## src/mips_pkg.sv

```systemverilog
////////////////////
// mips core package
// widths, opcode and funct codes, alu operations
////////////////////
package mips_pkg;

    typedef logic [31:0] word_t;      // data word or instruction
    typedef logic [4:0]  reg_addr_t;  // register number
    typedef logic [15:0] imm_t;       // raw immediate field
    typedef logic [5:0]  funct_t;     // r-type funct field

    localparam int REG_COUNT = 32;

    // primary opcode, bits 31:26
    typedef enum logic [5:0]
    {
        OP_RTYPE = 6'h00,
        OP_ADDI  = 6'h08,
        OP_LW    = 6'h23,
        OP_SW    = 6'h2b
    } opcode_e;

    localparam funct_t FUNCT_ADD = 6'h20;
    localparam funct_t FUNCT_SUB = 6'h22;
    localparam funct_t FUNCT_AND = 6'h24;
    localparam funct_t FUNCT_OR  = 6'h25;
    localparam funct_t FUNCT_SLT = 6'h2a;

    // zero encoding is the nop operation
    typedef enum logic [2:0]
    {
        ALU_PASS_B = 3'd0,
        ALU_ADD    = 3'd1,
        ALU_SUB    = 3'd2,
        ALU_AND    = 3'd3,
        ALU_OR     = 3'd4,
        ALU_SLT    = 3'd5  // signed compare
    } alu_op_e;

endpackage

```

## src/fetch_unit.sv

```systemverilog
////////////////////
// fetch unit
// pc, instruction memory with load port, fetch/decode register
////////////////////
`timescale 1ns/1ps

module fetch_unit import mips_pkg::*;
#(
    parameter int IMEM_ADDR_W = 6
)
(
    input  logic                   SYS_clk,
    input  logic                   SYS_reset,
    input  logic                   load_en,
    input  logic [IMEM_ADDR_W-1:0] load_addr,
    input  word_t                  load_data,
    output word_t                  id_instr
);

    word_t imem [2**IMEM_ADDR_W];
    word_t pc;
    word_t fetch_instr;

    // program load port
    always_ff @(posedge SYS_clk)
    begin
        if (load_en)
            imem[load_addr] <= load_data;
    end

    assign fetch_instr = imem[pc[IMEM_ADDR_W+1:2]];  // word index

    always_ff @(posedge SYS_clk)
    begin
        if (SYS_reset || load_en)
        begin
            pc       <= '0;
            id_instr <= '0;  // nop while loading
        end
        else
        begin
            pc       <= pc + 32'd4;
            id_instr <= fetch_instr;
        end
    end

    pc_word_aligned: assert property (@(posedge SYS_clk) disable iff (SYS_reset)
        pc[1:0] == 2'b00)
        else $error("pc lost word alignment");

endmodule

```

## config.mk

```make
export PLATFORM = sky130hd
export DESIGN_NAME = fetch_unit
export DESIGN_NICKNAME = d
export VERILOG_FILES = /design/src/mips_pkg.sv /design/src/fetch_unit.sv
export SDC_FILE = /design/constraint.sdc
export NUM_CORES = 2
export LEC_CHECK = 0
export ABC_CLOCK_PERIOD_IN_PS = 3800
export BUFFER_PORTS_ARGS = -buffer_cell sky130_fd_sc_hd__buf_2
export CAP_MARGIN = 20
export CORE_ASPECT_RATIO = 0.8
export CORE_MARGIN = 2
export CORE_UTILIZATION = 57
export DETAILED_ROUTE_END_ITERATION = 8
export GPL_TIMING_DRIVEN = 0
export MAX_ROUTING_LAYER = met4
export PLACE_DENSITY = 0.76
export SETUP_SLACK_MARGIN = 0.4
export SLEW_MARGIN = 5
export SYNTH_ARGS = -nofsm -noshare
export SYNTH_HDL_FRONTEND = slang
export SYNTH_SLANG_ARGS = --single-unit
```

## constraint.sdc

```tcl
create_clock -name SYS_clk -period 3.8 [get_ports SYS_clk]
set_clock_uncertainty 0.1 [all_clocks]
set_input_delay 0.57 -clock SYS_clk [delete_from_list [all_inputs] [get_ports SYS_clk]]
set_output_delay 0.57 -clock SYS_clk [all_outputs]
set_load 0.005 [all_outputs]
```

==> qor.txt <==
status - completed
minimum clock period - 3.69 ns
Reg area - 62,300 sq um
vias in the first global route - 40,113
final RePlAce weighted congestion - 1.05
Final ANT Viol Nets - 0
Worst Setup SP - pc[6]
R2R Setup Slk - 0.11 ns
Worst EP required - 4.40 ns
Clock Pin Slew Worst Setup and Hold Paths - 0.07 ns
Reg2Reg Capture Point - id_instr[4]
via count - 42,800
H-Tree Depth - 4
DP Worst Slack - -0.327 ns
fin area - 91,100 sq um
Die Height - 337 microns
largest cells by area after synthesis - edfxtp_1, mux4_2, mux2i_1
combinational fraction of design power - 0.043
num rows - 122
commonest non-fill, non-tap cell in the layout - edfxtp_1
total of max-cap violations - 0
Netlist Area Pre-Place - 79,100 sq um
Yosys reg bits - 2,086
Yosys cell types - 42
via/cell ratio - 7.23
WP data arrival - 4.28 ns
total CTS buffers - 190
PnR worst setup slack - 0.113 ns
Hold Crit Start - load_data[5]
Fmax achieved - 271 MHz
DP Area - 84,700 sq um
ys async rst share - 0
CP max FO - 10
DRT iter0 DRCs - 9,346
Worst-Margin Slew - 1.24 ns
synth-to-layout area growth - 15.3%
Worst Hold Depth - 1
power density over the cells - 504 nW/um^2
Final Hold Slack - 0.00952 ns
Post-Layout Cell Count - 5,921
Worst Hold Endpoint - imem[41][5]
startpoint types - flip-flop
final setup fails - 0
hpwl dp - 164,000 microns
Min-Delay Path Class - input pin to flip-flop
Post-Place Cells - 5,544
fill cell count - 8,506
CTS tree - built
number of synthesized flops with an enable pin - 2,048
layout cells sized above 1 - 0.289
core area - 138,000 sq um
Pre-antenna DRT Iters - 6
register area share after synthesis - 0.787
switching power total - 9780 uW
Total Die Area - 142,000 sq um
post-synth top area share - 0.778
Top Ports - 73
Post-Route WL - 250,000 microns
CP Class - flip-flop to flip-flop
Total Routing Usage GR - 0.366
Post-Syn Nets - 3,538
Critical Path Sink Type - flip-flop
worst reg2reg path depth - 6
post-DR wirelength/cell - 42.2 microns
Final Cycle Share - 0.970
Peak VDD IR - 0.545 mV
commonest register cell after synthesis - edfxtp_1
RSZ-0062 raised after global routing - true
reg2reg start - pc[6]
Max Slew Vio Count - 0
antenna violations before repair - 19
Warnings, synthesis - 0
post-synth top area cell - edfxtp_1
clk_lat worst skew - 0.85 ns
CTS Buffer Depth - 3
Leak - 0.0278 uW
detailed-route DRC error count - 0
clock group share of total power - 0.403
switch share - 0.213
Port Buffers - 66
final hold violations - 0
most frequent cells in the layout - edfxtp_1, mux4_2, mux2i_1, clkbuf_16, buf_2
pin count of the biggest net entering global routing - 65
first-pass GRT wire length - 333,000 microns
Seq pwr share - 0.554
CTS Root Cell - clkbuf_16
Die X - 420 microns
Internal - 36,100 uW
area of the multi-input gates - 16,400 sq um
post-synthesis instance total - 3,496
Starting Density - 0.573
Max-slew headroom - 0.170
# clock sinks - 2,086
GRT overflow - 0
Avg Inst Size Synth - 22.6 sq um
fin util - 0.661
NumNets Final - 3,925
[metal layers]
metal  up-vias  wire length [microns]  track usage
li1      15740                      -            -
met1     21871                  82400        0.466
met2      4373                 106000        0.493
met3       816                  44600        0.163
met4         0                  16700        0.196
met5         -                      0            -
[sequential cells by signal, summed over array words and instances (netlist names)]
| name | cells |
|---|---|
| id_instr | 32 |
| imem | 2048 |
| pc | 6 |
[worst max path at each step]
stage	endpoint	slack [ns]	cells past startpoint
after floorplan	imem[10][0]	0.53	4
after global placement	imem[53][15]	-1.87	4
final	id_instr[4]	0.11	6
after CTS	id_instr[20]	0.30	8
after detailed placement	id_instr[29]	-0.33	6
after global routing	id_instr[4]	0.28	6
[final cells by class]
cell class,instances,share of cell area
sequential,2086,0.683
multi-input combinational,1202,0.180
clock buffer,244,0.0560
timing repair buffer,195,0.0323
tap,1860,0.0255
buffer,207,0.0138
clock inverter,103,0.00839
antenna,23,0.000631
inverter,1,0.0000412
[stage by stage]
stage	TNS (ns)	total power, uW
6_report	0	45900
5_1_grt	0	46800
4_1_cts	0	45800
3_5_place_dp	-2.44	27800
3_3_place_gp	-3085.30	27700
2_1_floorplan	0	26800
[timing repair]
item / CTS / global route
gates resized for setup: 69 / 47
endpoints found under the hold margin: 0 / 8
buffers inserted: 0 / 0
endpoints found under the setup margin: 31 / 27
pin swaps: 0 / 1
hold buffers: 0 / 1
[cell families after synthesis]
| group | Yosys count | share of synthesized area |
|---|---|---|
| AO/OA/AOI/OAI | 368 | 0.0329 |
| XOR/XNOR | 4 | 0.000443 |
| adder cells (fa/ha/maj) | 1 | 0.000158 |
| buffers and inverters | 208 | 0.0146 |
| flip-flops | 2086 | 0.787 |
| multiplexers | 683 | 0.156 |
| AND/OR/NAND/NOR | 146 | 0.00842 |
[synthesized netlist by cell type (all sizes together) (2+ instances only)]
| cell | number |
|---|---|
| clkbuf | 71 |
| or2 | 2 |
| nand3b | 4 |
| xor2 | 3 |
| edfxtp | 2048 |
| a22o | 35 |
| nor2b | 11 |
| a221oi | 7 |
| a211o | 4 |
| dfxtp | 38 |
| nor2 | 78 |
| a2111oi | 11 |
| a211oi | 67 |
| or3b | 3 |
| or3 | 3 |
| a22oi | 25 |
| nand2 | 20 |
| nand3 | 10 |
| mux4 | 440 |
| nor3 | 4 |
| o22ai | 83 |
| o21ai | 43 |
| o41ai | 2 |
| and2 | 4 |
| nand2b | 3 |
| a21oi | 49 |
| o311ai | 7 |
| mux2i | 243 |
| nand4 | 3 |
| o221ai | 33 |
| buf | 136 |
[power by group through the flow]
stage                     logic [uW]  clock network [uW]  registers [uW]
after CTS                       1890               18500           25500
final                           1980               18500           25500
after global placement          1700                   0           26000
after global routing            2000               19300           25500
after detailed placement        1860                   0           26000
after floorplan                  849                   0           25900
[critical path: stages (launching register included)]
cell and delay [ns]:
dfxtp_1 0.49, clkbuf_2 0.50, clkbuf_1 0.77, o221ai_1 0.35, a21oi_1 0.45, o21ai_1 0.46
a22o_1 0.40
Power figures use the tool's default switching activity.
