**src/mips_pkg.sv**
```systemverilog
////////////////////
// mips core package
// widths, opcode and funct codes, alu operations
////////////////////
package mips_pkg;

    typedef logic [31:0] word_t;      // data word or instruction
    typedef logic [4:0]  reg_addr_t;  // register number
    typedef logic [15:0] imm_t;       // raw immediate field
    typedef logic [5:0]  funct_t;     // r-type funct field

    localparam int REG_COUNT = 32;

    // primary opcode, bits 31:26
    typedef enum logic [5:0]
    {
        OP_RTYPE = 6'h00,
        OP_ADDI  = 6'h08,
        OP_LW    = 6'h23,
        OP_SW    = 6'h2b
    } opcode_e;

    localparam funct_t FUNCT_ADD = 6'h20;
    localparam funct_t FUNCT_SUB = 6'h22;
    localparam funct_t FUNCT_AND = 6'h24;
    localparam funct_t FUNCT_OR  = 6'h25;
    localparam funct_t FUNCT_SLT = 6'h2a;

    // zero encoding is the nop operation
    typedef enum logic [2:0]
    {
        ALU_PASS_B = 3'd0,
        ALU_ADD    = 3'd1,
        ALU_SUB    = 3'd2,
        ALU_AND    = 3'd3,
        ALU_OR     = 3'd4,
        ALU_SLT    = 3'd5  // signed compare
    } alu_op_e;

endpackage

```
**src/stage_ctrl_if.sv**
```systemverilog
////////////////////
// stage control interface
// decoded fields out, per-stage control bits back in
////////////////////
`timescale 1ns/1ps

interface stage_ctrl_if import mips_pkg::*; ();

    opcode_e id_opcode;       // from the fetch/decode register
    funct_t  id_funct;

    alu_op_e ex_alu_op;
    logic    ex_alu_src_imm;  // b operand is the immediate
    logic    ex_reg_dst_rd;   // destination is rd, else rt

    logic    mem_read;
    logic    mem_write;

    logic    wb_reg_write;
    logic    wb_mem_to_reg;   // result from memory, else alu

    modport dp
    (
        output id_opcode, id_funct,
        input  ex_alu_op, ex_alu_src_imm, ex_reg_dst_rd,
        input  mem_read, mem_write,
        input  wb_reg_write, wb_mem_to_reg
    );

    modport ctrl
    (
        input  id_opcode, id_funct,
        output ex_alu_op, ex_alu_src_imm, ex_reg_dst_rd,
        output mem_read, mem_write,
        output wb_reg_write, wb_mem_to_reg
    );

endinterface

```
**src/execute_unit.sv**
```systemverilog
////////////////////
// execute unit
// decode/execute register, alu, execute/memory register
////////////////////
`timescale 1ns/1ps

module execute_unit import mips_pkg::*;
(
    input  logic      SYS_clk,
    input  logic      SYS_reset,
    stage_ctrl_if.dp  ctl,
    input  word_t     id_instr,
    input  word_t     rs_data,
    input  word_t     rt_data,
    output reg_addr_t rs_addr,
    output reg_addr_t rt_addr,
    output word_t     mem_alu_result,
    output word_t     mem_store_data,
    output reg_addr_t mem_dest
);

    imm_t      id_imm;
    reg_addr_t id_rd;

    word_t     ex_rs_val;
    word_t     ex_rt_val;
    word_t     ex_imm;     // sign extended
    reg_addr_t ex_rt;
    reg_addr_t ex_rd;

    word_t     alu_b;
    word_t     alu_result;
    reg_addr_t ex_dest;

    // instruction fields
    assign ctl.id_opcode = opcode_e'(id_instr[31:26]);
    assign ctl.id_funct  = id_instr[5:0];
    assign rs_addr       = id_instr[25:21];
    assign rt_addr       = id_instr[20:16];
    assign id_rd         = id_instr[15:11];
    assign id_imm        = id_instr[15:0];

    always_ff @(posedge SYS_clk)
    begin
        if (SYS_reset)
        begin
            ex_rs_val <= '0;
            ex_rt_val <= '0;
            ex_imm    <= '0;
            ex_rt     <= '0;
            ex_rd     <= '0;
        end
        else
        begin
            ex_rs_val <= rs_data;
            ex_rt_val <= rt_data;
            ex_imm    <= {{16{id_imm[15]}}, id_imm};
            ex_rt     <= rt_addr;
            ex_rd     <= id_rd;
        end
    end

    assign ex_dest = ctl.ex_reg_dst_rd ? ex_rd : ex_rt;          // r-type writes rd
    assign alu_b   = ctl.ex_alu_src_imm ? ex_imm : ex_rt_val;

    always_comb
    begin
        case (ctl.ex_alu_op)
            ALU_ADD:    alu_result = ex_rs_val + alu_b;
            ALU_SUB:    alu_result = ex_rs_val - alu_b;
            ALU_AND:    alu_result = ex_rs_val & alu_b;
            ALU_OR:     alu_result = ex_rs_val | alu_b;
            ALU_SLT:    alu_result = {31'b0, $signed(ex_rs_val) < $signed(alu_b)};
            ALU_PASS_B: alu_result = alu_b;
            default:    alu_result = alu_b;
        endcase
    end

    always_ff @(posedge SYS_clk)
    begin
        if (SYS_reset)
        begin
            mem_alu_result <= '0;
            mem_store_data <= '0;
            mem_dest       <= '0;
        end
        else
        begin
            mem_alu_result <= alu_result;
            mem_store_data <= ex_rt_val;  // sw data is rt
            mem_dest       <= ex_dest;
        end
    end

endmodule

```
**src/flat_wrapper.sv**
```systemverilog
// flat-port wrapper written by rule: the top's interface ports become plain ports
module execute_unit_flat import mips_pkg::*;
  (SYS_clk, SYS_reset, id_instr, rs_data, rt_data, rs_addr, rt_addr, mem_alu_result, mem_store_data, mem_dest, ctl_id_opcode, ctl_id_funct, ctl_ex_alu_op, ctl_ex_alu_src_imm, ctl_ex_reg_dst_rd, ctl_mem_read, ctl_mem_write, ctl_wb_reg_write, ctl_wb_mem_to_reg);
  stage_ctrl_if ctl_i ();
  input  logic SYS_clk;
  input  logic SYS_reset;
  input  word_t id_instr;
  input  word_t rs_data;
  input  word_t rt_data;
  output reg_addr_t rs_addr;
  output reg_addr_t rt_addr;
  output word_t mem_alu_result;
  output word_t mem_store_data;
  output reg_addr_t mem_dest;
  output wire logic [$bits(ctl_i.id_opcode)-1:0] ctl_id_opcode;
  output wire logic [$bits(ctl_i.id_funct)-1:0] ctl_id_funct;
  input wire logic [$bits(ctl_i.ex_alu_op)-1:0] ctl_ex_alu_op;
  input wire logic [$bits(ctl_i.ex_alu_src_imm)-1:0] ctl_ex_alu_src_imm;
  input wire logic [$bits(ctl_i.ex_reg_dst_rd)-1:0] ctl_ex_reg_dst_rd;
  input wire logic [$bits(ctl_i.mem_read)-1:0] ctl_mem_read;
  input wire logic [$bits(ctl_i.mem_write)-1:0] ctl_mem_write;
  input wire logic [$bits(ctl_i.wb_reg_write)-1:0] ctl_wb_reg_write;
  input wire logic [$bits(ctl_i.wb_mem_to_reg)-1:0] ctl_wb_mem_to_reg;
  assign ctl_id_opcode = ctl_i.id_opcode;
  assign ctl_id_funct = ctl_i.id_funct;
  assign ctl_i.ex_alu_op = ctl_ex_alu_op;
  assign ctl_i.ex_alu_src_imm = ctl_ex_alu_src_imm;
  assign ctl_i.ex_reg_dst_rd = ctl_ex_reg_dst_rd;
  assign ctl_i.mem_read = ctl_mem_read;
  assign ctl_i.mem_write = ctl_mem_write;
  assign ctl_i.wb_reg_write = ctl_wb_reg_write;
  assign ctl_i.wb_mem_to_reg = ctl_wb_mem_to_reg;
  execute_unit u_core (.SYS_clk(SYS_clk), .SYS_reset(SYS_reset), .ctl(ctl_i), .id_instr(id_instr), .rs_data(rs_data), .rt_data(rt_data), .rs_addr(rs_addr), .rt_addr(rt_addr), .mem_alu_result(mem_alu_result), .mem_store_data(mem_store_data), .mem_dest(mem_dest));
endmodule
```
**config.mk**
```make
export PLATFORM = sky130hd
export DESIGN_NAME = execute_unit_flat
export DESIGN_NICKNAME = d
export VERILOG_FILES = /design/src/mips_pkg.sv /design/src/stage_ctrl_if.sv /design/src/execute_unit.sv /design/src/flat_wrapper.sv
export SDC_FILE = /design/constraint.sdc
export NUM_CORES = 1
export LEC_CHECK = 0
export BUFFER_PORTS_ARGS = -buffer_cell sky130_fd_sc_hd__buf_4
export CORE_ASPECT_RATIO = 0.9
export CORE_MARGIN = 1
export CORE_UTILIZATION = 50
export CTS_CLUSTER_SIZE = 12
export DETAILED_ROUTE_END_ITERATION = 12
export PLACE_DENSITY = 0.77
export SETUP_SLACK_MARGIN = 0.1
export SLEW_MARGIN = 20
export SYNTH_ARGS = -nofsm -noshare
export SYNTH_HDL_FRONTEND = slang
export SYNTH_SLANG_ARGS = --single-unit
```
**constraint.sdc**
```tcl
create_clock -name SYS_clk -period 5.2 [get_ports SYS_clk]
set_clock_uncertainty 0.05 [all_clocks]
set_input_delay 0 -clock SYS_clk [delete_from_list [all_inputs] [get_ports SYS_clk]]
set_output_delay 0 -clock SYS_clk [all_outputs]
set_load 0.02 [all_outputs]
```
==> results.txt <==
----------------------------------------------------
[Critical path]
  Launching point of the worst reg2reg path ... u_core.ex_rd[4]
  List of cells traversed by the critical path ... and2_0 -> a21oi_1 -> ha_1 -> inv_1 -> a21oi_1 -> o21bai_1 -> a2111oi_0 -> o211ai_1 -> a311oi_1 -> xnor2_1 -> a21oi_1 -> a21o_1
  Maximum fanout encountered on the critical timing path ... 14
  Startpoint types ... flip-flop
  Maximum single-stage delay on the critical path ... 0.62 ns
  Cell type with the highest occurrence count on the critical path ... sky130_fd_sc_hd__a21oi_1
  Critical path origin ... u_core.ex_rd[4]
  Classification of the worst setup path ... flip-flop to flip-flop
  Slowest cell on the critical path ... sky130_fd_sc_hd__a2111oi_0
  Category of the worst setup path capture point ... flip-flop
  Required @ worst endpoint ... 5.49 ns
  Endpoint arrival time on the critical path ... 4.47 ns

[Die]
  Die outline width ... 150.9 microns
  Die area ... 20540 sq um
  Std cell rows ... 48
  Die height ... 136.1 microns
  Starting density of the core ... 51.62%
  Number of top-level design ports ... 198
  Core area ... 19340 sq um

[STA]
  Hold Fails Final Rpt ... 0
  Number of endpoints failing setup at the final stage ... 0
  Minimum setup slack in the final design ... 1.018 ns
  Worst hold margin ... 0.1189 ns
  Setup repair after global routing missed its margin ... false
  Worst Tran Pin Value ... 1.046 ns
  Slew Limit Fails ... 0
  Final cycle utilization of the critical path ... 80.43%
  Total negative setup slack ... 0 ns
  Max Fclk ... 239.1 MHz
  Time the worst path needs with I/O delays and setup ... 4.182 ns
  Worst relative slew slack ... 30.01%

[Synthesis]
  Synth Area in Compound Gates ... 26.41%
  Leading register cell type out of synthesis ... sky130_fd_sc_hd__dfxtp_1
  Mean area per synthesized cell ... 8.217 sq um
  Multiplexer share of the synthesized area ... 2.632%
  Xor-xnor portion of the synthesized cell area ... 0.7896%
  Adder and majority gate portion of the synthesized area ... 13.31%
  Net count of the mapped netlist ... 1427
  Total number of yosys warnings ... 0
  Cell area after synthesis ... 9983 sq um
  Share of synthesized cell area in and, or, nand and nor gates ... 16.98%
  Share of synthesized registers carrying an async set or reset ... 0%
  Combinational family with the most area after synthesis ... compound AO/OA/AOI/OAI gates
  Post-Syn Instances ... 1215
  Number of synthesized flops with an enable pin ... 0
  Sequential area share after synthesis ... 30.88%
  Synth unique cells ... 78
  Synthesis-stage register bit count ... 154

[Clock network]
  Clock tree from TritonCTS ... yes
  Post-cts repair resize count ... 0
  Root buffer selected by CTS ... sky130_fd_sc_hd__clkbuf_16
  Worst skew pair latency ... 0.45 ns
  TritonCTS Buffers ... 17
  Number of sinks handled by clock tree synthesis ... 154
  Hold buffer count at CTS ... 97
  Maximum buffer depth of the clock tree ... 2
  Buffer count from post-CTS setup fixing ... 0
  Reg clk slew, reported paths ... 0.08 ns
  CTS H-tree lvls ... 4

[Drt]
  Total wire length ... 32610 microns
  Iteration count of the initial detailed-routing pass ... 6
  Average via count per standard cell ... 5.957
  Vias after detailed routing ... 9943
  Antenna-violating nets left ... 0
  First DRT Iteration DRCs ... 1025
  Drt wl/cell ... 19.54 microns
  Residual DRC ... 0

[Place]
  PortBufs ... 171
  HPWL reported at the end of detailed placement ... 21030 microns
  Post-Place Worst Slack ... 1.149 ns
  Routability-driven placement congestion ratio ... 0.9610

[Final layout]
  Area growth from synthesis to layout ... 27.73%
  Sequential Area ... 3083 sq um
  Count of fill cells added during filler insertion ... 1535
  Share of layout cells above drive strength 1 ... 15.79%
  Layout net count ... 1618
  Antenna cell count ... 0
  Area of combinational cells with multiple inputs ... 6005 sq um

[Global routing]
  Vias in the first global route ... 9565
  Initial antenna violation count ... 1
  Grt ovf ... 0
  All-layer global routing usage ... 31.89%
  Global-route wire length before repair ... 50540 microns
  Maximum number of pins on one net before global-route repair ... 94

[Power and ir drop]
  IR Drop Worst-Case VDD ... 203.7 uV
  Leakage power figure ... 5.758 nW
  Pwr/cell area ... 281.1 nW/um^2

[Job]
  Max-capacitance violation count ... 0

[Run status]
  Status ... complete, no violations

[Min path]
  Worst min path class ... input port to flip-flop
  Launch point of the worst hold path ... ctl_ex_alu_op[1]

----------------------------------------------------
-- Yosys cell counts, types with 20 or more instances --
cell | n | area, sq um
sky130_fd_sc_hd__a221o_1 | 25 | 250.2
sky130_fd_sc_hd__nor2b_1 | 120 | 750.7
sky130_fd_sc_hd__buf_4 | 22 | 165.2
sky130_fd_sc_hd__a21o_1 | 20 | 150.1
sky130_fd_sc_hd__clkbuf_1 | 69 | 259.0
sky130_fd_sc_hd__nor2_1 | 71 | 266.5
sky130_fd_sc_hd__inv_1 | 111 | 416.7
sky130_fd_sc_hd__nand2_1 | 53 | 198.9
sky130_fd_sc_hd__dfxtp_1 | 154 | 3083
sky130_fd_sc_hd__o21ai_0 | 73 | 365.4
sky130_fd_sc_hd__a21oi_1 | 97 | 485.5
sky130_fd_sc_hd__mux2i_1 | 24 | 240.2
sky130_fd_sc_hd__a221oi_1 | 29 | 254.0
sky130_fd_sc_hd__ha_1 | 103 | 1289
-- per-stage QoR --
step,instances,area (sq um),power (W),utilization [%]
final,1669,12750,0.003585,65.94
after global routing,1669,12750,0.003735,65.94
after CTS,1669,12750,0.003559,65.94
after detailed placement,1540,11160,0.002189,57.70
after global placement,1540,11160,0.002174,57.70
after floorplan,1215,9983,0.001923,-
-- worst paths after layout --
| path | end | slack, ns | depth (start not counted) |
|---|---|---|---|
| setup / recovery | u_core.mem_alu_result[29] | 1.02 | 12 |
| hold / removal | u_core.mem_alu_result[0] | 0.12 | 3 |
| setup reg to reg | u_core.mem_alu_result[29] | 1.02 | 12 |
| hold reg to reg | u_core.mem_store_data[19] | 0.41 | 2 |
-- final cells by class --
type / count / share of cell area [%]
clock buffers: 17 / 3.336
clock inverters: 15 / 1.550
inverters: 111 / 3.267
multi-input cells: 848 / 47.09
flip-flops and latches: 154 / 24.18
well taps: 250 / 2.453
repair buffers: 274 / 18.13
-- layout by cell type (no fill, tap or decap), types with 29 or more instances in the layout --
cell / count
sky130_fd_sc_hd__ha_1: 103
sky130_fd_sc_hd__inv_1: 111
sky130_fd_sc_hd__nor2b_1: 120
sky130_fd_sc_hd__buf_4: 176
sky130_fd_sc_hd__a21oi_1: 97
sky130_fd_sc_hd__a221oi_1: 29
sky130_fd_sc_hd__dlygate4sd3_1: 97
sky130_fd_sc_hd__o21ai_0: 73
sky130_fd_sc_hd__nand2_1: 53
sky130_fd_sc_hd__nor2_1: 70
sky130_fd_sc_hd__dfxtp_1: 154
-- power breakdown --
| part | switching [W] | internal [W] |
|---|---|---|
| logic | 0.000573 | 0.000401 |
| clock network | 0.000623 | 0.000696 |
| registers | 0.0000385 | 0.00125 |
| total | 0.00124 | 0.00235 |
-- worst max-delay path, delay by kind of cell (launching register included) --
kind            cells  cell delay (ns)
compound gates      8             2.19
buf+inv             1             0.15
fa+ha+maj           1             0.58
simple gates        1             0.59
flops               1             0.36
xor+xnor            1             0.16
-- state kept, by name, indices dropped and copies added, names as in the netlist --
| signal | cells |
|---|---|
| u_core.mem_store_data | 32 |
| u_core.ex_imm | 11 |
| u_core.ex_rt | 5 |
| u_core.ex_rd | 5 |
| u_core.ex_rt_val | 32 |
| u_core.mem_dest | 5 |
| u_core.ex_rs_val | 32 |
| u_core.mem_alu_result | 32 |
-- layer usage --
layer | global-route usage (%) | wire (microns)
met5 | 0 | 0
met4 | 11.00 | 802
met3 | 8.121 | 3224
met2 | 49.08 | 14540
met1 | 43.04 | 14040
-- cells by family after synthesis --
logic type,Yosys count
and+or+nand+nor,324
AOI/OAI and AO/OA,384
xor gates and xnor gates,9
adders and majority gates,105
muxes,26
DFF,154
buffers and inverters,213
No activity file was read; power rests on OpenSTA's default activity.
