### config.mk
export PLATFORM = sky130hd
export DESIGN_NAME = pipeline_control_flat
export DESIGN_NICKNAME = d
export VERILOG_FILES = /design/src/mips_pkg.sv /design/src/stage_ctrl_if.sv /design/src/pipeline_control.sv /design/src/flat_wrapper.sv
export SDC_FILE = /design/constraint.sdc
export NUM_CORES = 1
export LEC_CHECK = 0
export BUFFER_PORTS_ARGS = -buffer_cell sky130_fd_sc_hd__buf_2
export CORE_AREA = 2 2 39 41
export CTS_CLUSTER_SIZE = 24
export DETAILED_ROUTE_END_ITERATION = 8
export DIE_AREA = 0 0 41 43
export HOLD_SLACK_MARGIN = 0.08
export PLACE_DENSITY = 0.68
export SETUP_SLACK_MARGIN = 0.02
export SLEW_MARGIN = 20
export SYNTH_ARGS = -nofsm -noshare
export SYNTH_HDL_FRONTEND = slang
export SYNTH_SLANG_ARGS = --single-unit
export TNS_END_PERCENT = 5
### constraint.sdc
create_clock -name SYS_clk -period 1.1 [get_ports SYS_clk]
set_clock_uncertainty 0.15 [all_clocks]
set_input_delay 0.11 -clock SYS_clk [delete_from_list [all_inputs] [get_ports SYS_clk]]
set_output_delay 0.11 -clock SYS_clk [all_outputs]
set_load 0.02 [all_outputs]
### src/mips_pkg.sv
////////////////////
// mips core package
// widths, opcode and funct codes, alu operations
////////////////////
package mips_pkg;

    typedef logic [31:0] word_t;      // data word or instruction
    typedef logic [4:0]  reg_addr_t;  // register number
    typedef logic [15:0] imm_t;       // raw immediate field
    typedef logic [5:0]  funct_t;     // r-type funct field

    localparam int REG_COUNT = 32;

    // primary opcode, bits 31:26
    typedef enum logic [5:0]
    {
        OP_RTYPE = 6'h00,
        OP_ADDI  = 6'h08,
        OP_LW    = 6'h23,
        OP_SW    = 6'h2b
    } opcode_e;

    localparam funct_t FUNCT_ADD = 6'h20;
    localparam funct_t FUNCT_SUB = 6'h22;
    localparam funct_t FUNCT_AND = 6'h24;
    localparam funct_t FUNCT_OR  = 6'h25;
    localparam funct_t FUNCT_SLT = 6'h2a;

    // zero encoding is the nop operation
    typedef enum logic [2:0]
    {
        ALU_PASS_B = 3'd0,
        ALU_ADD    = 3'd1,
        ALU_SUB    = 3'd2,
        ALU_AND    = 3'd3,
        ALU_OR     = 3'd4,
        ALU_SLT    = 3'd5  // signed compare
    } alu_op_e;

endpackage

### src/stage_ctrl_if.sv
////////////////////
// stage control interface
// decoded fields out, per-stage control bits back in
////////////////////
`timescale 1ns/1ps

interface stage_ctrl_if import mips_pkg::*; ();

    opcode_e id_opcode;       // from the fetch/decode register
    funct_t  id_funct;

    alu_op_e ex_alu_op;
    logic    ex_alu_src_imm;  // b operand is the immediate
    logic    ex_reg_dst_rd;   // destination is rd, else rt

    logic    mem_read;
    logic    mem_write;

    logic    wb_reg_write;
    logic    wb_mem_to_reg;   // result from memory, else alu

    modport dp
    (
        output id_opcode, id_funct,
        input  ex_alu_op, ex_alu_src_imm, ex_reg_dst_rd,
        input  mem_read, mem_write,
        input  wb_reg_write, wb_mem_to_reg
    );

    modport ctrl
    (
        input  id_opcode, id_funct,
        output ex_alu_op, ex_alu_src_imm, ex_reg_dst_rd,
        output mem_read, mem_write,
        output wb_reg_write, wb_mem_to_reg
    );

endinterface

### src/pipeline_control.sv
////////////////////
// pipeline control
// decoder, alu control and the control pipeline registers
////////////////////
`timescale 1ns/1ps

module pipeline_control import mips_pkg::*;
(
    input logic         SYS_clk,
    input logic         SYS_reset,
    stage_ctrl_if.ctrl  ctl
);

    alu_op_e rtype_alu_op;
    logic    rtype_valid;

    alu_op_e id_alu_op;
    logic    id_alu_src_imm;
    logic    id_reg_dst_rd;
    logic    id_mem_read;
    logic    id_mem_write;
    logic    id_reg_write;
    logic    id_mem_to_reg;

    logic    ex_mem_read;
    logic    ex_mem_write;
    logic    ex_reg_write;
    logic    ex_mem_to_reg;

    logic    mem_reg_write;
    logic    mem_mem_to_reg;

    // alu control from funct
    always_comb
    begin
        rtype_valid = 1'b1;
        case (ctl.id_funct)
            FUNCT_ADD: rtype_alu_op = ALU_ADD;
            FUNCT_SUB: rtype_alu_op = ALU_SUB;
            FUNCT_AND: rtype_alu_op = ALU_AND;
            FUNCT_OR:  rtype_alu_op = ALU_OR;
            FUNCT_SLT: rtype_alu_op = ALU_SLT;
            default:
            begin
                rtype_alu_op = ALU_PASS_B;
                rtype_valid  = 1'b0;  // unknown funct retires as nop
            end
        endcase
    end

    // main decoder
    always_comb
    begin
        id_alu_op      = ALU_PASS_B;
        id_alu_src_imm = 1'b0;
        id_reg_dst_rd  = 1'b0;
        id_mem_read    = 1'b0;
        id_mem_write   = 1'b0;
        id_reg_write   = 1'b0;
        id_mem_to_reg  = 1'b0;
        case (ctl.id_opcode)
            OP_RTYPE:
            begin
                id_alu_op     = rtype_alu_op;
                id_reg_dst_rd = rtype_valid;
                id_reg_write  = rtype_valid;
            end
            OP_ADDI:
            begin
                id_alu_op      = ALU_ADD;
                id_alu_src_imm = 1'b1;
                id_reg_write   = 1'b1;
            end
            OP_LW:
            begin
                id_alu_op      = ALU_ADD;  // base + offset
                id_alu_src_imm = 1'b1;
                id_mem_read    = 1'b1;
                id_reg_write   = 1'b1;
                id_mem_to_reg  = 1'b1;
            end
            OP_SW:
            begin
                id_alu_op      = ALU_ADD;
                id_alu_src_imm = 1'b1;
                id_mem_write   = 1'b1;
            end
            default:
            begin
                id_alu_op = ALU_PASS_B;  // all-zero controls
            end
        endcase
    end

    always_ff @(posedge SYS_clk)
    begin
        if (SYS_reset)
        begin
            ctl.ex_alu_op      <= ALU_PASS_B;
            ctl.ex_alu_src_imm <= 1'b0;
            ctl.ex_reg_dst_rd  <= 1'b0;
            ex_mem_read        <= 1'b0;
            ex_mem_write       <= 1'b0;
            ex_reg_write       <= 1'b0;
            ex_mem_to_reg      <= 1'b0;
            ctl.mem_read       <= 1'b0;
            ctl.mem_write      <= 1'b0;
            mem_reg_write      <= 1'b0;
            mem_mem_to_reg     <= 1'b0;
            ctl.wb_reg_write   <= 1'b0;
            ctl.wb_mem_to_reg  <= 1'b0;
        end
        else
        begin
            ctl.ex_alu_op      <= id_alu_op;       // execute stage
            ctl.ex_alu_src_imm <= id_alu_src_imm;
            ctl.ex_reg_dst_rd  <= id_reg_dst_rd;
            ex_mem_read        <= id_mem_read;
            ex_mem_write       <= id_mem_write;
            ex_reg_write       <= id_reg_write;
            ex_mem_to_reg      <= id_mem_to_reg;
            ctl.mem_read       <= ex_mem_read;     // memory stage
            ctl.mem_write      <= ex_mem_write;
            mem_reg_write      <= ex_reg_write;
            mem_mem_to_reg     <= ex_mem_to_reg;
            ctl.wb_reg_write   <= mem_reg_write;   // write-back stage
            ctl.wb_mem_to_reg  <= mem_mem_to_reg;
        end
    end

    mem_rw_exclusive: assert property (@(posedge SYS_clk) disable iff (SYS_reset)
        !(ctl.mem_read && ctl.mem_write))
        else $error("memory stage has read and write active together");

endmodule

### src/flat_wrapper.sv
// flat-port wrapper written by rule: the top's interface ports become plain ports
module pipeline_control_flat import mips_pkg::*;
  (SYS_clk, SYS_reset, ctl_id_opcode, ctl_id_funct, ctl_ex_alu_op, ctl_ex_alu_src_imm, ctl_ex_reg_dst_rd, ctl_mem_read, ctl_mem_write, ctl_wb_reg_write, ctl_wb_mem_to_reg);
  stage_ctrl_if ctl_i ();
  input logic SYS_clk;
  input logic SYS_reset;
  input wire logic [$bits(ctl_i.id_opcode)-1:0] ctl_id_opcode;
  input wire logic [$bits(ctl_i.id_funct)-1:0] ctl_id_funct;
  output wire logic [$bits(ctl_i.ex_alu_op)-1:0] ctl_ex_alu_op;
  output wire logic [$bits(ctl_i.ex_alu_src_imm)-1:0] ctl_ex_alu_src_imm;
  output wire logic [$bits(ctl_i.ex_reg_dst_rd)-1:0] ctl_ex_reg_dst_rd;
  output wire logic [$bits(ctl_i.mem_read)-1:0] ctl_mem_read;
  output wire logic [$bits(ctl_i.mem_write)-1:0] ctl_mem_write;
  output wire logic [$bits(ctl_i.wb_reg_write)-1:0] ctl_wb_reg_write;
  output wire logic [$bits(ctl_i.wb_mem_to_reg)-1:0] ctl_wb_mem_to_reg;
  assign ctl_i.id_opcode = ctl_id_opcode;
  assign ctl_i.id_funct = ctl_id_funct;
  assign ctl_ex_alu_op = ctl_i.ex_alu_op;
  assign ctl_ex_alu_src_imm = ctl_i.ex_alu_src_imm;
  assign ctl_ex_reg_dst_rd = ctl_i.ex_reg_dst_rd;
  assign ctl_mem_read = ctl_i.mem_read;
  assign ctl_mem_write = ctl_i.mem_write;
  assign ctl_wb_reg_write = ctl_i.wb_reg_write;
  assign ctl_wb_mem_to_reg = ctl_i.wb_mem_to_reg;
  pipeline_control u_core (.SYS_clk(SYS_clk), .SYS_reset(SYS_reset), .ctl(ctl_i));
endmodule
==> impl_metrics.ini, run 1 <==
[status]
outcome = finished with violations
violations = negative hold slack

[synth]
syn_area_per_cell_sq_um = 10.8
synth_edf_count = 0
synth_top_area_share_pct = 50.1
synth_flop_cell = dfxtp_1
async_reset_ff_share_pct = 0
synth_cell_type_count = 24
ys_ff_latch = 13
netlist_area_sq_um = 519
syn_nets = 62
synth_warnings = 0
synth_area_leaders = dfxtp_1, and2b_1, nor2b_1
ys_seq_area_share_pct = 50.1
synth_top_cell_by_area = dfxtp_1
syn_inst = 48

[timing]
final_hold_viol_count = 4
maxSlewViolCount = 0
finalCritPeriodShare_pct = 90.8
rsz0062_at_grt = no
fin_crit_ps = 999
fmax_ghz = 1.00
final-setup-viol-count = 0
tightest_slew_ps = 289
hold_ws_ps = -101
slew_headroom_pct = 80.7

[layout]
design_area_sq_um = 701
largest_reg_flops = 3
num-nets-final = 92
antenna-diode-count = 0
drive_above_1_share_pct = 42.9
regMostFlops = u_core.ctl.ex_alu_op
area_growth_pct = 34.9

[power_and_ir_drop]
p_per_area_mw_per_mm2 = 1210
leakagePower_nw = 0.324
total_power_mw = 0.848
peakVddDrop_mv = 0.438

[floorplan]
io_pins = 23
die_area_sq_mm = 0.00176
core_area_sq_mm = 0.00138
rows = 14
initial_core_util_pct = 37.5
die_h_um = 43
dieWidth_um = 41

[route]
vias = 461
drtIter0Drc = 6
antenna_left = 0
viasPerCell = 4.96
avgRoutedWirePerCell_um = 9.70
drt_wl_total_um = 902
route.detailed.drc = 0
drtPass1Iterations = 5

[worst_hold_path]
hp-class = primary input to flip-flop
min-delay-start = ctl_id_funct[0]

[worst_setup_path]
critPathArrivalTime_ps = 1050
crit_fanout = 4
rr_startpoint = u_core.ctl.mem_read
start_kind = primary input
critPathKind = primary input to flip-flop
worstSetupStartpoint = SYS_reset
cp-end-kind = flip-flop
crit_required_ps = 1150

[clock_network]
cts_buffer_depth = 2
htree_levels = 1
clk_pin_slew_ps = 70
cts_buffers = 3
cts_tree = done
cts.sinks = 13
ctsRootBufferMaster = clkbuf_4
clk_latency_ps = 260
post-cts-setup-buffers = 0
ctsHoldBuffers = 1

[grt]
grt_overflow_total = 0
antenna_found_initial = 0
grt_pass1_wl_um = 1420
grt_pass1_vias = 387
grt_max_degree = 8
grt_use_total_pct = 12.2

[placement]
placed_area_sq_um = 664
place.gp.congestion = 0.793
hpwl_um = 710
port_buffers = 22

[run]
maxCapViolations = 0
## kinds of logic (layout without fill, tap and decap cells)
group / count (synthesis) / after routing / synth area share [%]
AND/OR/NAND/NOR: 23 / 23 / 32.8
AO/OA/AOI/OAI: 7 / 7 / 11.3
XOR/XNOR: 1 / 1 / 1.69
flip-flops: 13 / 13 / 50.1
buffers and inverters: 3 / 32 / 2.17
multiplexers: 1 / 1 / 1.93
## placed cells by master (no fill, tap or decap), drive strengths merged
cell type    synthesis  layout
a21oi                1       1
a31oi                2       2
nor3b                1       1
buf                  0      24
a221oi               1       1
nand4                2       2
nand2                1       1
nor4                 1       1
dlygate4sd3          0       1
mux2i                1       1
nor2b                3       3
nor4bb               1       1
clkbuf               0       4
nor2                 4       4
a41oi                1       1
xnor2                1       1
nand2b               2       2
nand3                2       2
dfxtp               13      13
o2111ai              1       1
o32ai                1       1
and2b                4       4
inv                  3       3
nor3                 2       2
## layout make-up
| class | count | area, sq um |
|---|---|---|
| well taps | 16 | 20.0 |
| multi-input cells | 32 | 248 |
| inverters | 3 | 11.3 |
| fillers | 137 | 683 |
| clock buffers | 4 | 26.3 |
| flip-flops and latches | 13 | 260 |
| repair buffers | 25 | 135 |
## worst paths after layout
| check | end | slack, ps | cells after the start |
|---|---|---|---|
| min reg2reg | u_core.ctl.mem_read | 290 | 1 |
| max | u_core.ctl.mem_write | 100 | 4 |
| min | u_core.ctl.ex_alu_op[1] | -100 | 2 |
| max reg2reg | u_core.ctl.wb_mem_to_reg | 410 | 1 |
## what timing repair did
| action | in CTS | in global routing |
|---|---|---|
| endpoints found under the setup margin | 0 | 0 |
| gates resized for setup | 0 | 0 |
| endpoints found under the hold margin | 10 | 7 |
## routing by layer
layer / up-vias / wire length (um) / global-route usage (%)
met5: - / 0 / 0
met4: 0 / 19 / 10.0
met3: 2 / 58 / 3.14
met2: 21 / 447 / 18.1
met1: 208 / 377 / 13.7
li1: 230 / - / -
## worst max-delay path: stages
cell,delay (ps)
buf_2,120
buf_4,140
dlygate4sd3_1,570
nor2b_1,110
## synth_stat cells, types with 2 or more instances
cell	n
inv_1	3
nor2_1	3
a31oi_1	2
nor2b_1	3
and2b_1	4
nand3_1	2
nand2b_1	2
dfxtp_1	13
## metrics by stage
step	util, %	setup TNS [ps]	setup slack, ps	hold slack [ps]	instances
CTS	50.6	0	90.1	-110	93
global route	50.6	0	57.6	-102	93
finish	50.6	0	101	-101	93
floorplan	-	0	213	26.2	48
global placement	48.0	0	11.8	173	88
detailed placement	48.0	-8.42	-6.54	178	88
## power by group
part	total (mW)	switching [mW]	internal [mW]
clock network	0.275	0.135	0.140
registers	0.473	0.000466	0.473
logic	0.100	0.0538	0.0467
No activity file was read; power rests on OpenSTA's default activity.
==> run 2: changes to the inputs <==
Settings changed: ABC_AREA from default to 1, PLACE_DENSITY 0.68 to 0.72.
==> impl_metrics.ini, run 2 <==
[clock_network]
cts.sinks = 13
ctsRootBufferMaster = clkbuf_4
clk_latency_ps = 260
cts_buffer_depth = 2
htree_levels = 1
cts_buffers = 3
clk_pin_slew_ps = 70
post-cts-setup-buffers = 0
cts_tree = done

[route]
route.detailed.drc = 0
avgRoutedWirePerCell_um = 7.87
drt_wl_total_um = 929
drtPass1Iterations = 2
vias = 505
antenna_left = 0
viasPerCell = 4.28
drtIter0Drc = 3

[worst_setup_path]
critPathArrivalTime_ps = 1080
critPathKind = primary input to flip-flop
start_kind = primary input
critPathCapture = u_core.ex_mem_read
worst_r2r_endpoint = u_core.ctl.wb_mem_to_reg
reg2regPathDepth = 2
r2r_slack_ps = 460
crit_required_ps = 1160
rr_startpoint = u_core.ctl.mem_read
crit_fanout = 2
cp-end-kind = flip-flop
worstSetupStartpoint = ctl_id_opcode[5]

[power_and_ir_drop]
peakVddDrop_mv = 0.391
swShare_pct = 22.5
leakagePower_nw = 0.414
power.switching_mw = 0.189
power_frac_seq_pct = 56.4
share_comb_of_total_power_pct = 11.1
p_per_area_mw_per_mm2 = 1130
total_power_mw = 0.840
clkPwrFrac_pct = 32.5
p_int_mw = 0.651

[status]
violations = negative hold slack
outcome = finished with violations

[layout]
regMostFlops = u_core.ctl.ex_alu_op
fin_cells = 118
largest_reg_flops = 3
drive_above_1_share_pct = 42.2
design_area_sq_um = 742
fill_cells = 141
area_growth_pct = 30.9
seqCellArea_sq_um = 260
multiInputGateArea_sq_um = 238
final_common_cell = buf_2
num-nets-final = 117
antenna-diode-count = 0
final_cell_mix = buf_2, inv_1, dfxtp_1, nor2_1, nand2_1

[grt]
grt_pass1_vias = 415
grt_pass1_wl_um = 1530
grt_use_total_pct = 12.8
grt_overflow_total = 0
antenna_found_initial = 0
grt_max_degree = 9

[synth]
yosys-top-cells-count = inv_1, dfxtp_1, nor2_1
syn_inst = 75
synth_top_area_share_pct = 45.9
ys_seq_area_share_pct = 45.9
netlist_area_sq_um = 567
synth_area_leaders = dfxtp_1, inv_1, nor2_2
synth_cell_type_count = 14
synth_warnings = 0
synth_edf_count = 0
async_reset_ff_share_pct = 0
syn_area_per_cell_sq_um = 7.56
ys_ff_latch = 13
synth_flop_cell = dfxtp_1
yosysMostFrequentCell = inv_1
synth_top_cell_by_area = dfxtp_1
syn_nets = 89

[worst_hold_path]
hp-class = primary input to flip-flop
hold_depth = 4

[timing]
slew_headroom_pct = 88.1
hold_ws_ps = -5.98
final-setup-viol-count = 0
rsz0062_at_grt = no
tns_ps = 0
fin_crit_ps = 1020
maxSlewViolCount = 0
final_hold_viol_count = 1
finalCritPeriodShare_pct = 93.0
tightest_slew_ps = 177
fmax_ghz = 0.977

[placement]
port_buffers = 22
dpl.cell_count = 112
hpwl_um = 787
placed_area_sq_um = 686
place.gp.congestion = 0.752

[floorplan]
initial_core_util_pct = 41.0
rows = 14
io_pins = 23
die_h_um = 43
dieWidth_um = 41
die_area_sq_mm = 0.00176
core_area_sq_mm = 0.00138

[run]
maxCapViolations = 0
run 2: worst min path at each step:
stage                        from              endpoint  slack [ps]
6_report         ctl_id_opcode[2]   u_core.ex_mem_write          -6
5_1_grt          ctl_id_opcode[2]   u_core.ex_mem_write           6
4_1_cts                 SYS_reset  u_core.ctl.mem_write         -20
3_5_place_dp   u_core.ex_mem_read   u_core.ctl.mem_read         250
3_3_place_gp   u_core.ex_mem_read   u_core.ctl.mem_read         240
2_1_floorplan    ctl_id_opcode[4]   u_core.ex_mem_write         130
run 2: per-stage QoR:
step	utilization [%]	setup slack [ps]	hold WS (ps)
6_report	53.6	76.6	-5.98
2_1_floorplan	-	311	127
5_1_grt	53.6	24.9	5.97
3_3_place_gp	49.5	161	239
4_1_cts	52.9	71.2	-22.1
3_5_place_dp	49.5	146	246
run 2: area by class of cell:
| type | count | share of cell area, % |
|---|---|---|
| Clock buffer | 4 | 3.54 |
| Inverter | 18 | 9.11 |
| Multi-Input combinational cell | 43 | 32.0 |
| Sequential cell | 13 | 35.1 |
| Tap cell | 16 | 2.70 |
| Timing Repair Buffer | 24 | 17.5 |
run 2: cells by family after synthesis:
kind of cell    after synthesis  share of synthesized area (%)
compound gates                2                           2.43
simple gates                 41                           37.7
flops                        13                           45.9
buf+inv                      19                           13.9
run 2: critical path, stage by stage:
cell and delay, ps:
buf_2 90, inv_1 60, nor2_4 130, nand3_2 70
nor2_1 80, dlygate4sd3_1 540
run 2: power groups by stage:
stage               sequential (mW)  combinational (mW)  clock [mW]
CTS                           0.474              0.0877       0.291
floorplan                     0.487              0.0476           0
finish                        0.474              0.0930       0.273
global placement              0.485              0.0833           0
detailed placement            0.485              0.0870           0
global route                  0.474               0.103       0.318
run 2: metal layers:
layer	track usage (%)	wire length [um]	share of wire (%)
met4	6.00	19	2.0
met1	13.8	363	39
met5	0	0	0
met2	21.9	471	51
met3	3.14	76	8.2
run 2: timing repair:
| item | in CTS | in global routing |
|---|---|---|
| resized for setup | 0 | 2 |
| endpoints found under the hold margin | 11 | 8 |
| setup endpoints to repair | 0 | 2 |
| hold buffers | 2 | 1 |
